<file path="src/rtl/zx_mem_pkg.sv">
package zx_mem_pkg;

   //------------------------------------------------------------
   // Bus widths
   //------------------------------------------------------------
   localparam int cpu_addr_w  = 16;  // Z80 address bus
   localparam int sram_addr_w = 19;  // 512K external SRAM
   localparam int data_w      = 8;

   // DivMMC control port, only the low byte is decoded
   localparam logic [7:0] port_divmmc = 8'he3;

   //------------------------------------------------------------
   // Page and event encodings
   //------------------------------------------------------------
   typedef enum logic [2:0] {
      page0, page1, page2, page3,
      page4, page5, page6, page7  // Pages 5 and 7 hold the screens
   } ram_page_e;

   // +2A/+3 all-RAM arrangements, from 1FFD bits 2-1
   typedef enum logic [1:0] {
      layout_0,  // 0-1-2-3
      layout_1,  // 4-5-6-7
      layout_2,  // 4-5-6-3
      layout_3   // 4-7-6-3
   } plus3_layout_e;

   typedef enum logic [1:0] {
      am_none,
      am_deferred_on,   // Map after the M1 cycle
      am_instant_on,    // Map during the current fetch
      am_deferred_off   // Unmap after the M1 cycle
   } automap_event_e;

   //------------------------------------------------------------
   // Upper address bits of the SRAM regions
   //------------------------------------------------------------
   localparam logic [sram_addr_w-1:0] rom_base_page      = 19'h20000;  // Four 16K ROMs
   localparam logic [sram_addr_w-1:0] divmmc_rom_base    = 19'h30000;  // 8K DivMMC EEPROM
   localparam logic [sram_addr_w-1:0] divmmc_mapram_base = 19'h46000;  // DivMMC RAM page 3
   localparam logic [sram_addr_w-1:0] divmmc_ram_base    = 19'h40000;  // Sixteen 8K pages

endpackage
</file>
<file path="src/rtl/mem_map_if.sv">
`timescale 1ns/1ns

interface mem_map_if;

   // 128K / +2A paging state
   zx_mem_pkg::ram_page_e     ram_bank;  // Page in slot 3
   logic [1:0]                rom_bank;  // One of four 16K ROMs
   logic                      allram;    // +2A special paging
   zx_mem_pkg::plus3_layout_e layout;

   // DivMMC state
   logic       dm_paged;   // Automapper has mapped DivMMC in
   logic       dm_conmem;  // Forced mapping from E3 bit 7
   logic       dm_mapram;  // E3 bit 6
   logic [3:0] dm_page;    // 8K RAM page at 2000-3FFF

   modport paging_src (
      output ram_bank,
      output rom_bank,
      output allram,
      output layout
   );

   modport divmmc_src (
      output dm_paged,
      output dm_conmem,
      output dm_mapram,
      output dm_page
   );

   modport map_sink (
      input ram_bank, rom_bank, allram, layout,
      input dm_paged, dm_conmem, dm_mapram, dm_page
   );

endinterface

</file>
<file path="src/rtl/cpu_bus_if.sv">
`timescale 1ns/1ns

interface cpu_bus_if;

   // Z80 address and write data
   logic [zx_mem_pkg::cpu_addr_w-1:0] a;
   logic [zx_mem_pkg::data_w-1:0]     din;

   // Bus strobes, all active low
   logic mreq_n;  // Memory access
   logic iorq_n;  // Port access
   logic rd_n;
   logic wr_n;
   logic m1_n;    // Opcode fetch

   // Paging logic only observes the bus
   modport sink (
      input a,
      input din,
      input mreq_n,
      input iorq_n,
      input rd_n,
      input wr_n,
      input m1_n
   );

endinterface

</file>
<file path="src/rtl/zx_memory_top.sv">
`timescale 1ns/1ns

module zx_memory_top #(
   parameter bit plus3_decode = 1'b1  // 1 for +2A/+3, 0 for 128K
) (
   input  logic clk,
   input  logic mrst_n,

   // Z80 bus
   input  logic [zx_mem_pkg::cpu_addr_w-1:0] a,
   input  logic [zx_mem_pkg::data_w-1:0]     din,
   output logic [zx_mem_pkg::data_w-1:0]     dout,
   output logic oe_n,
   input  logic mreq_n,
   input  logic iorq_n,
   input  logic rd_n,
   input  logic wr_n,
   input  logic m1_n,

   // DivMMC options
   input  logic divmmc_enabled,
   input  logic nmi_disabled,
   output logic enable_nmi_n,
   output logic access_to_screen,  // To the ULA contention logic

   // External SRAM, split data buses
   output logic [zx_mem_pkg::sram_addr_w-1:0] sram_addr,
   output logic                               sram_we_n,
   output logic [zx_mem_pkg::data_w-1:0]     sram_wdata,
   input  logic [zx_mem_pkg::data_w-1:0]     sram_rdata
);

   cpu_bus_if bus ();
   mem_map_if map ();

   // Bundle the CPU bus
   assign bus.a      = a;
   assign bus.din    = din;
   assign bus.mreq_n = mreq_n;
   assign bus.iorq_n = iorq_n;
   assign bus.rd_n   = rd_n;
   assign bus.wr_n   = wr_n;
   assign bus.m1_n   = m1_n;

   // Data passes straight between CPU and SRAM
   assign sram_wdata = din;
   assign dout       = sram_rdata;

   //------------------------------------------------------------
   // Paging blocks
   //------------------------------------------------------------
   bank_registers #(
      .plus3_decode (plus3_decode)
   ) bank_registers_inst (
      .clk    (clk),
      .mrst_n (mrst_n),
      .bus    (bus.sink),
      .map    (map.paging_src)
   );

   divmmc_control divmmc_control_inst (
      .clk          (clk),
      .mrst_n       (mrst_n),
      .nmi_disabled (nmi_disabled),
      .bus          (bus.sink),
      .map          (map.divmmc_src)
   );

   sram_address_mapper sram_address_mapper_inst (
      .divmmc_enabled   (divmmc_enabled),
      .nmi_disabled     (nmi_disabled),
      .bus              (bus.sink),
      .map              (map.map_sink),
      .sram_addr        (sram_addr),
      .sram_we_n        (sram_we_n),
      .oe_n             (oe_n),
      .access_to_screen (access_to_screen),
      .enable_nmi_n     (enable_nmi_n)
   );

endmodule

</file>
<file path="src/rtl/sram_address_mapper.sv">
`timescale 1ns/1ns

module sram_address_mapper (
   input  logic        divmmc_enabled,
   input  logic        nmi_disabled,
   cpu_bus_if.sink     bus,
   mem_map_if.map_sink map,
   output logic [zx_mem_pkg::sram_addr_w-1:0] sram_addr,
   output logic        sram_we_n,
   output logic        oe_n,
   output logic        access_to_screen,
   output logic        enable_nmi_n
);

   logic [1:0]            slot;       // 16K slot of the CPU address
   logic                  dm_active;  // DivMMC overlays slot 0
   logic                  protect;    // Region is read-only
   zx_mem_pkg::ram_page_e page;

   // Page held by each slot in the +2A all-RAM modes
   function automatic zx_mem_pkg::ram_page_e allram_page(
      input zx_mem_pkg::plus3_layout_e layout,
      input logic [1:0]                slot_no
   );
      zx_mem_pkg::ram_page_e p;
      case (slot_no)
         2'd0: p = (layout == zx_mem_pkg::layout_0) ? zx_mem_pkg::page0 : zx_mem_pkg::page4;
         2'd1: begin
            case (layout)
               zx_mem_pkg::layout_0: p = zx_mem_pkg::page1;
               zx_mem_pkg::layout_3: p = zx_mem_pkg::page7;
               default:              p = zx_mem_pkg::page5;
            endcase
         end
         2'd2: p = (layout == zx_mem_pkg::layout_0) ? zx_mem_pkg::page2 : zx_mem_pkg::page6;
         default: p = (layout == zx_mem_pkg::layout_1) ? zx_mem_pkg::page7 : zx_mem_pkg::page3;
      endcase
      return p;
   endfunction

   assign slot      = bus.a[15:14];
   assign dm_active = divmmc_enabled && (map.dm_paged || map.dm_conmem);

   //------------------------------------------------------------
   // Address translation
   //------------------------------------------------------------
   always_comb begin
      protect   = 1'b0;
      page      = zx_mem_pkg::page0;
      sram_addr = '0;
      if (slot == 2'd0 && dm_active) begin
         if (!bus.a[13]) begin  // 0000-1FFF, DivMMC ROM side
            protect = 1'b1;
            if (map.dm_mapram && !map.dm_conmem)
               sram_addr = zx_mem_pkg::divmmc_mapram_base | {6'b0, bus.a[12:0]};
            else
               sram_addr = zx_mem_pkg::divmmc_rom_base | {6'b0, bus.a[12:0]};
         end else begin  // 2000-3FFF, banked DivMMC RAM
            sram_addr = zx_mem_pkg::divmmc_ram_base | {2'b0, map.dm_page, bus.a[12:0]};
            protect   = map.dm_mapram && map.dm_page == 4'd3;  // Page 3 acts as ROM
         end
      end else if (slot == 2'd0 && !map.allram) begin
         sram_addr = zx_mem_pkg::rom_base_page | {3'b0, map.rom_bank, bus.a[13:0]};
         protect   = 1'b1;
      end else begin
         if (map.allram)
            page = allram_page(map.layout, slot);
         else begin
            case (slot)
               2'd1:    page = zx_mem_pkg::page5;
               2'd2:    page = zx_mem_pkg::page2;
               default: page = map.ram_bank;  // Slot 3 follows 7FFD
            endcase
         end
         sram_addr = {2'b00, page, bus.a[13:0]};
      end
   end

   //------------------------------------------------------------
   // Strobes and flags
   //------------------------------------------------------------
   assign sram_we_n = bus.mreq_n | bus.wr_n | protect;
   assign oe_n      = bus.mreq_n | bus.rd_n;

   // Contention applies to the screen pages 5 and 7 in normal paging
   assign access_to_screen = !map.allram &&
                             (slot == 2'd1 ||
                              (slot == 2'd3 && (map.ram_bank == zx_mem_pkg::page5 ||
                                                map.ram_bank == zx_mem_pkg::page7)));

   assign enable_nmi_n = divmmc_enabled & map.dm_paged & ~nmi_disabled;

endmodule

</file>
<file path="src/rtl/divmmc_control.sv">
`timescale 1ns/1ns

module divmmc_control (
   input  logic          clk,
   input  logic          mrst_n,
   input  logic          nmi_disabled,  // Blocks the 0066 entry point
   cpu_bus_if.sink       bus,
   mem_map_if.divmmc_src map
);

   logic       e3_wr;
   logic       conmem_q;
   logic       mapram_q;
   logic [3:0] page_q;

   logic                       m1_fetch;
   zx_mem_pkg::automap_event_e am_event;
   logic                       pending_q;  // State to apply once M1 ends
   logic                       paged_q;

   //------------------------------------------------------------
   // Port E3
   //------------------------------------------------------------
   assign e3_wr = !bus.iorq_n && !bus.wr_n && bus.a[7:0] == zx_mem_pkg::port_divmmc;

   always_ff @(posedge clk) begin
      if (!mrst_n) begin
         conmem_q <= 1'b0;
         mapram_q <= 1'b0;
         page_q   <= 4'h0;
      end else if (e3_wr) begin
         conmem_q <= bus.din[7];
         mapram_q <= bus.din[6];  // Bits 5-4 are not used
         page_q   <= bus.din[3:0];
      end
   end

   //------------------------------------------------------------
   // Automapper
   //------------------------------------------------------------
   assign m1_fetch = !bus.mreq_n && !bus.rd_n && !bus.m1_n;

   // Entry and exit points of the DivMMC firmware
   always_comb begin
      am_event = zx_mem_pkg::am_none;
      if (m1_fetch) begin
         if (bus.a[15:8] == 8'h3d)
            am_event = zx_mem_pkg::am_instant_on;    // TR-DOS style entry
         else if (bus.a[15:3] == 13'h03ff)
            am_event = zx_mem_pkg::am_deferred_off;  // 1FF8-1FFF
         else begin
            case (bus.a)
               16'h0000, 16'h0008, 16'h0038,
               16'h04c6, 16'h0562:
                  am_event = zx_mem_pkg::am_deferred_on;
               16'h0066:
                  if (!nmi_disabled)
                     am_event = zx_mem_pkg::am_deferred_on;  // NMI entry
               default: am_event = zx_mem_pkg::am_none;
            endcase
         end
      end
   end

   always_ff @(posedge clk) begin
      if (!mrst_n) begin
         pending_q <= 1'b0;
         paged_q   <= 1'b0;
      end else begin
         case (am_event)
            zx_mem_pkg::am_deferred_on:  pending_q <= 1'b1;
            zx_mem_pkg::am_instant_on: begin
               paged_q   <= 1'b1;  // Takes effect on this very fetch
               pending_q <= 1'b1;
            end
            zx_mem_pkg::am_deferred_off: pending_q <= 1'b0;
            default: ;
         endcase
         if (bus.m1_n)
            paged_q <= pending_q;  // Mapping changes only outside M1
      end
   end

   assign map.dm_paged  = paged_q;
   assign map.dm_conmem = conmem_q;
   assign map.dm_mapram = mapram_q;
   assign map.dm_page   = page_q;

endmodule

</file>
<file path="src/rtl/bank_registers.sv">
`timescale 1ns/1ns

module bank_registers #(
   parameter bit plus3_decode = 1'b1  // 0 selects plain 128K decoding
) (
   input  logic         clk,
   input  logic         mrst_n,
   cpu_bus_if.sink      bus,
   mem_map_if.paging_src map
);

   logic       port_wr;   // I/O write cycle on the bus
   logic       sel_7ffd;
   logic       sel_1ffd;
   logic       locked;    // 7FFD bit 5

   logic [2:0] ram_q;     // 7FFD bits 2-0
   logic       rom_lo_q;  // 7FFD bit 4
   logic [2:0] plus3_q;   // 1FFD bits 2-0

   //------------------------------------------------------------
   // Port decoding
   //------------------------------------------------------------
   assign port_wr = !bus.iorq_n && !bus.wr_n;

   // +2A decodes more address lines so 1FFD can coexist with 7FFD
   assign sel_7ffd = plus3_decode ? (!bus.a[1] && bus.a[15:14] == 2'b01)
                                  : (!bus.a[1] && !bus.a[15]);
   assign sel_1ffd = plus3_decode && !bus.a[1] && bus.a[15:12] == 4'b0001;  // None on 128K

   //------------------------------------------------------------
   // Registers
   //------------------------------------------------------------
   always_ff @(posedge clk) begin
      if (!mrst_n) begin
         ram_q    <= 3'b000;
         rom_lo_q <= 1'b0;
         locked   <= 1'b0;
         plus3_q  <= 3'b000;
      end else if (port_wr && !locked) begin  // Lock freezes both ports until reset
         if (sel_7ffd) begin
            ram_q    <= bus.din[2:0];
            rom_lo_q <= bus.din[4];
            locked   <= bus.din[5];
         end
         if (sel_1ffd)
            plus3_q <= bus.din[2:0];
      end
   end

   // Published paging state
   assign map.ram_bank = zx_mem_pkg::ram_page_e'(ram_q);
   assign map.rom_bank = {plus3_q[2], rom_lo_q};  // High ROM bit comes from 1FFD
   assign map.allram   = plus3_q[0];
   assign map.layout   = zx_mem_pkg::plus3_layout_e'(plus3_q[2:1]);

endmodule

</file>
<file path="config.mk">
export PLATFORM = sky130hd
export DESIGN_NAME = zx_memory_top
export DESIGN_NICKNAME = d
export VERILOG_FILES = /design/src/rtl/zx_mem_pkg.sv /design/src/rtl/mem_map_if.sv /design/src/rtl/cpu_bus_if.sv /design/src/rtl/zx_memory_top.sv /design/src/rtl/sram_address_mapper.sv /design/src/rtl/divmmc_control.sv /design/src/rtl/bank_registers.sv
export SDC_FILE = /design/constraint.sdc
export NUM_CORES = 1
export LEC_CHECK = 0
export ABC_AREA = 1
export ABC_CLOCK_PERIOD_IN_PS = 1200
export BUFFER_PORTS_ARGS = -buffer_cell sky130_fd_sc_hd__buf_2
export CAP_MARGIN = 20
export CORE_AREA = 2 2 63 65
export CTS_CLUSTER_DIAMETER = 80
export CTS_CLUSTER_SIZE = 25
export DETAILED_ROUTE_END_ITERATION = 10
export DIE_AREA = 0 0 65 67
export PLACE_DENSITY = 0.75
export SETUP_SLACK_MARGIN = 0.02
export SYNTH_ARGS = -nofsm -noshare
export SYNTH_HDL_FRONTEND = slang
export SYNTH_SLANG_ARGS = --single-unit
</file>
<file path="constraint.sdc">
create_clock -name clk -period 1.2 [get_ports clk]
set_input_delay 0.06 -clock clk [delete_from_list [all_inputs] [get_ports clk]]
set_output_delay 0.06 -clock clk [all_outputs]
set_load 0.1 [all_outputs]
</file>
==> run_results.csv <==
group,metric,value,unit
sta,fmax,661,MHz
place,hpwlAfterDp,3.31,mm
global_routing,grt_antenna_before_repair,0,
critical_path,cpPeakStageDelay,0.32,ns
sta,fin_tns_setup,-1.90,ns
cts,htree_num_levels,1,
critical_path,regToRegStartpoint,"bank_registers_inst.locked",
yosys,postSynthCellCount,238,
route,vias_per_cell,4.76,
pwr,peakVddDrop,888,uV
pwr,internal-power,1.04,mW
critical_path,rr_endpoint,"bank_registers_inst.plus3_q[2]",
worst_hold_path,hp-start,"din[4]",
die,initial_utilization,39.3,%
die,fp.coreArea,3610,um2
cts,clk_pin_slew,0.06,ns
final_layout,nets,350,
global_routing,grt_pass1_vias,1511,
sta,slew_headroom,67.8,%
critical_path,crit_fanout,6,
pwr,p_leak,1.06,nW
yosys,synth_flop_cell,"dfxtp_1",
final_layout,syn2layout_area_growth,62.2,%
pwr,power_switching,0.860,mW
pwr,switching_share,45.2,%
yosys,ys_ff_latch,16,
sta,slew_viol_final,0,
yosys,synth_top_area_share,22.6,%
cts,cts_sinks,16,
die,die_height,67,um
yosys,synth_common_cells,"nor2_1 (49), inv_1 (36), nand2_1 (35)",
worst_hold_path,holdPathStages,3,
job,drv_cap,0,
pwr,power_density,827,nW/um2
critical_path,r2r_slack,0.02,ns
critical_path,start_kind,"register",
critical_path,reg2reg_depth,6,
final_layout,diodes,0,
critical_path,crit_chain,"inv_2 > a21oi_4 > nand2_4 > nor2_4 > o21ai_2 > o21ai_4 > buf_12",
yosys,syn_avg_cell_area,5.96,um2
global_routing,grt_max_degree,16,
yosys,synth_fp_nets,283,
die,chipWidth,65,um
critical_path,cp-end-kind,"output port",
pwr,p_comb_share,50.7,%
place,pre_cts_ws,-0.315,ns
cts,cts_tree,"yes",
route,drcViolationCount,0,
cts,cts_hold_buf,0,
yosys,synth_edf_count,0,
route,vias,1671,
yosys,syn_area,1420,um2
place,post_dp_cell_area,2090,um2
route,post_drt_wl_per_cell,11.7,um
yosys,synth_seq_area_share,22.6,%
sta,period_needed,1.51,ns
die,num_rows,22,
sta,hold_viol,0,
place,port_buffers,63,
pwr,finalPower,1.90,mW
yosys,async_reset_ff_share,0,%
cts,clockRootBuffer,"clkbuf_8",
critical_path,crit_type,"reg -> out",
pwr,seqPwrFrac,28.5,%
die,die_area,4360,um2
route,drt-total-wl,4.11,mm
global_routing,grt_pass1_wl,6.44,mm
final_layout,finish.utilization,63.8,%
worst_hold_path,holdCritPathClass,"in -> reg",
sta,skew,0.00245,ns
worst_hold_path,min_to,"bank_registers_inst.rom_lo_q",
die,ioPinCount,80,
critical_path,worst_ep_arrival_time,1.45,ns
route,ant_nets,0,
yosys,synth.area.top_cells,"dfxtp_1 (23%), buf_4 (15%), nor2_1 (13%)",
place,finalWeightedCongestion,0.829,
sta,fin_crit_sh,126,%
outcome,status,"finished with violations",
yosys,synth_cell_types,24,
sta,rsz0062_at_grt,"yes",
critical_path,worstPathRequired,1.14,ns
yosys,yosysTopAreaCell,"dfxtp_1",
route,drtPass1Iterations,4,
yosys,ys_warn_count,0,
pwr,p_clk_share,20.7,%
final_layout,final_area,2300,um2
final_layout,drive_above_1_share,51.8,%
sta,finalSetupViolations,7,
cts,numCtsBuffers,3,
yosys,synth_most_common_cell,"nor2_1",
route,drt-initial-drc-count,50,
critical_path,crit_slowest_cell,"dfxtp_2",
global_routing,grt_usage,19.1,%
sta,worst_slew_pin_slew,0.487,ns
sta,setup_slack,-0.314,ns
cts,clkLatencyLatePin,0.25,ns
outcome,failed_checks,"negative setup slack",
global_routing,overflow,0,
cts,cts_buffer_depth,2,
critical path: cells and delay by family, from the launching register on:
family,cells,cell delay (ns)
compound gates,3,0.33
buf+inv,2,0.23
simple gates,2,0.31
flops,1,0.32
power groups by stage:
| stage | clock [mW] | combinational, mW | sequential (mW) |
|---|---|---|---|
| floorplan | 0 | 0.801 | 0.552 |
| global placement | 0 | 0.914 | 0.553 |
| detailed placement | 0 | 0.922 | 0.553 |
| CTS | 0.403 | 0.952 | 0.542 |
| global route | 0.429 | 1.01 | 0.543 |
| finish | 0.395 | 0.966 | 0.543 |
layer usage:
metal	routed length [um]	vias up	global-route usage (%)	part of all wire, %
met3	261	4	2.87	6.4
li1	-	868	-	-
met1	1780	739	22.5	43
met5	0	-	0	0
met4	31	0	5.05	0.75
met2	2030	60	35.7	49
layout make-up:
type / instances / area [um2]
Multi-Input combinational cell: 156 / 1050
Inverter: 36 / 141
Tap cell: 48 / 60.1
Fill cell: 316 / 1310
Sequential cell: 16 / 330
Clock buffer: 3 / 41.3
Timing Repair Buffer: 92 / 682
metrics by stage:
step                std cells  hold slack (ns)
global placement          346            0.121
floorplan                 238            0.191
CTS                       351           0.0531
detailed placement        346            0.121
finish                    351           0.0476
global route              351           0.0658
logic make-up after synthesis:
kind of cell / after synthesis / share of synthesized area [%]
buffers and inverters: 66 / 25.1
DFF: 16 / 22.6
AOI/OAI and AO/OA: 38 / 14.9
adders and majority gates: 4 / 3.53
and+or+nand+nor: 114 / 33.9
what timing repair did:
| item | 4_1_cts | 5_1_grt |
|---|---|---|
| setup endpoints to repair | 16 | 18 |
| buffers inserted | 3 | 1 |
| gates resized for setup | 24 | 29 |
| pin swaps | 9 | 10 |
worst max path at each step:
stage                                                 from                            to  cells past startpoint
final                     divmmc_control_inst.map.dm_paged                 sram_addr[13]                      7
after floorplan           divmmc_control_inst.map.dm_paged                 sram_addr[13]                      6
after CTS                 divmmc_control_inst.map.dm_paged                 sram_addr[13]                      7
after detailed placement                             a[14]                 sram_addr[16]                      9
after global routing      divmmc_control_inst.map.dm_paged                 sram_addr[13]                      7
after global placement                               a[15]  bank_registers_inst.rom_lo_q                      9
sequential cells by signal, summed over array words and instances, names as in the netlist:
register	cells
divmmc_control_inst.pending_q	1
bank_registers_inst.rom_lo_q	1
divmmc_control_inst.map.dm_page	4
divmmc_control_inst.map.dm_paged	1
divmmc_control_inst.map.dm_mapram	1
bank_registers_inst.locked	1
bank_registers_inst.plus3_q	3
divmmc_control_inst.map.dm_conmem	1
bank_registers_inst.map.ram_bank	3
placed cells by master, fill, tap and decap left out, types with 4 or more instances in the layout:
cell | synthesis | routed
o21ai_2 | 0 | 5
o21ai_0 | 21 | 10
nor2_1 | 49 | 42
nor2_2 | 2 | 6
nand2_1 | 35 | 32
inv_1 | 36 | 26
inv_2 | 0 | 8
a21oi_4 | 0 | 4
buf_12 | 0 | 9
buf_4 | 29 | 26
dfxtp_2 | 0 | 8
o21ai_1 | 0 | 5
nand3_1 | 12 | 10
buf_2 | 0 | 53
a21oi_2 | 1 | 4
dfxtp_1 | 16 | 8
Note: power is estimated with default switching activity, not from simulation.
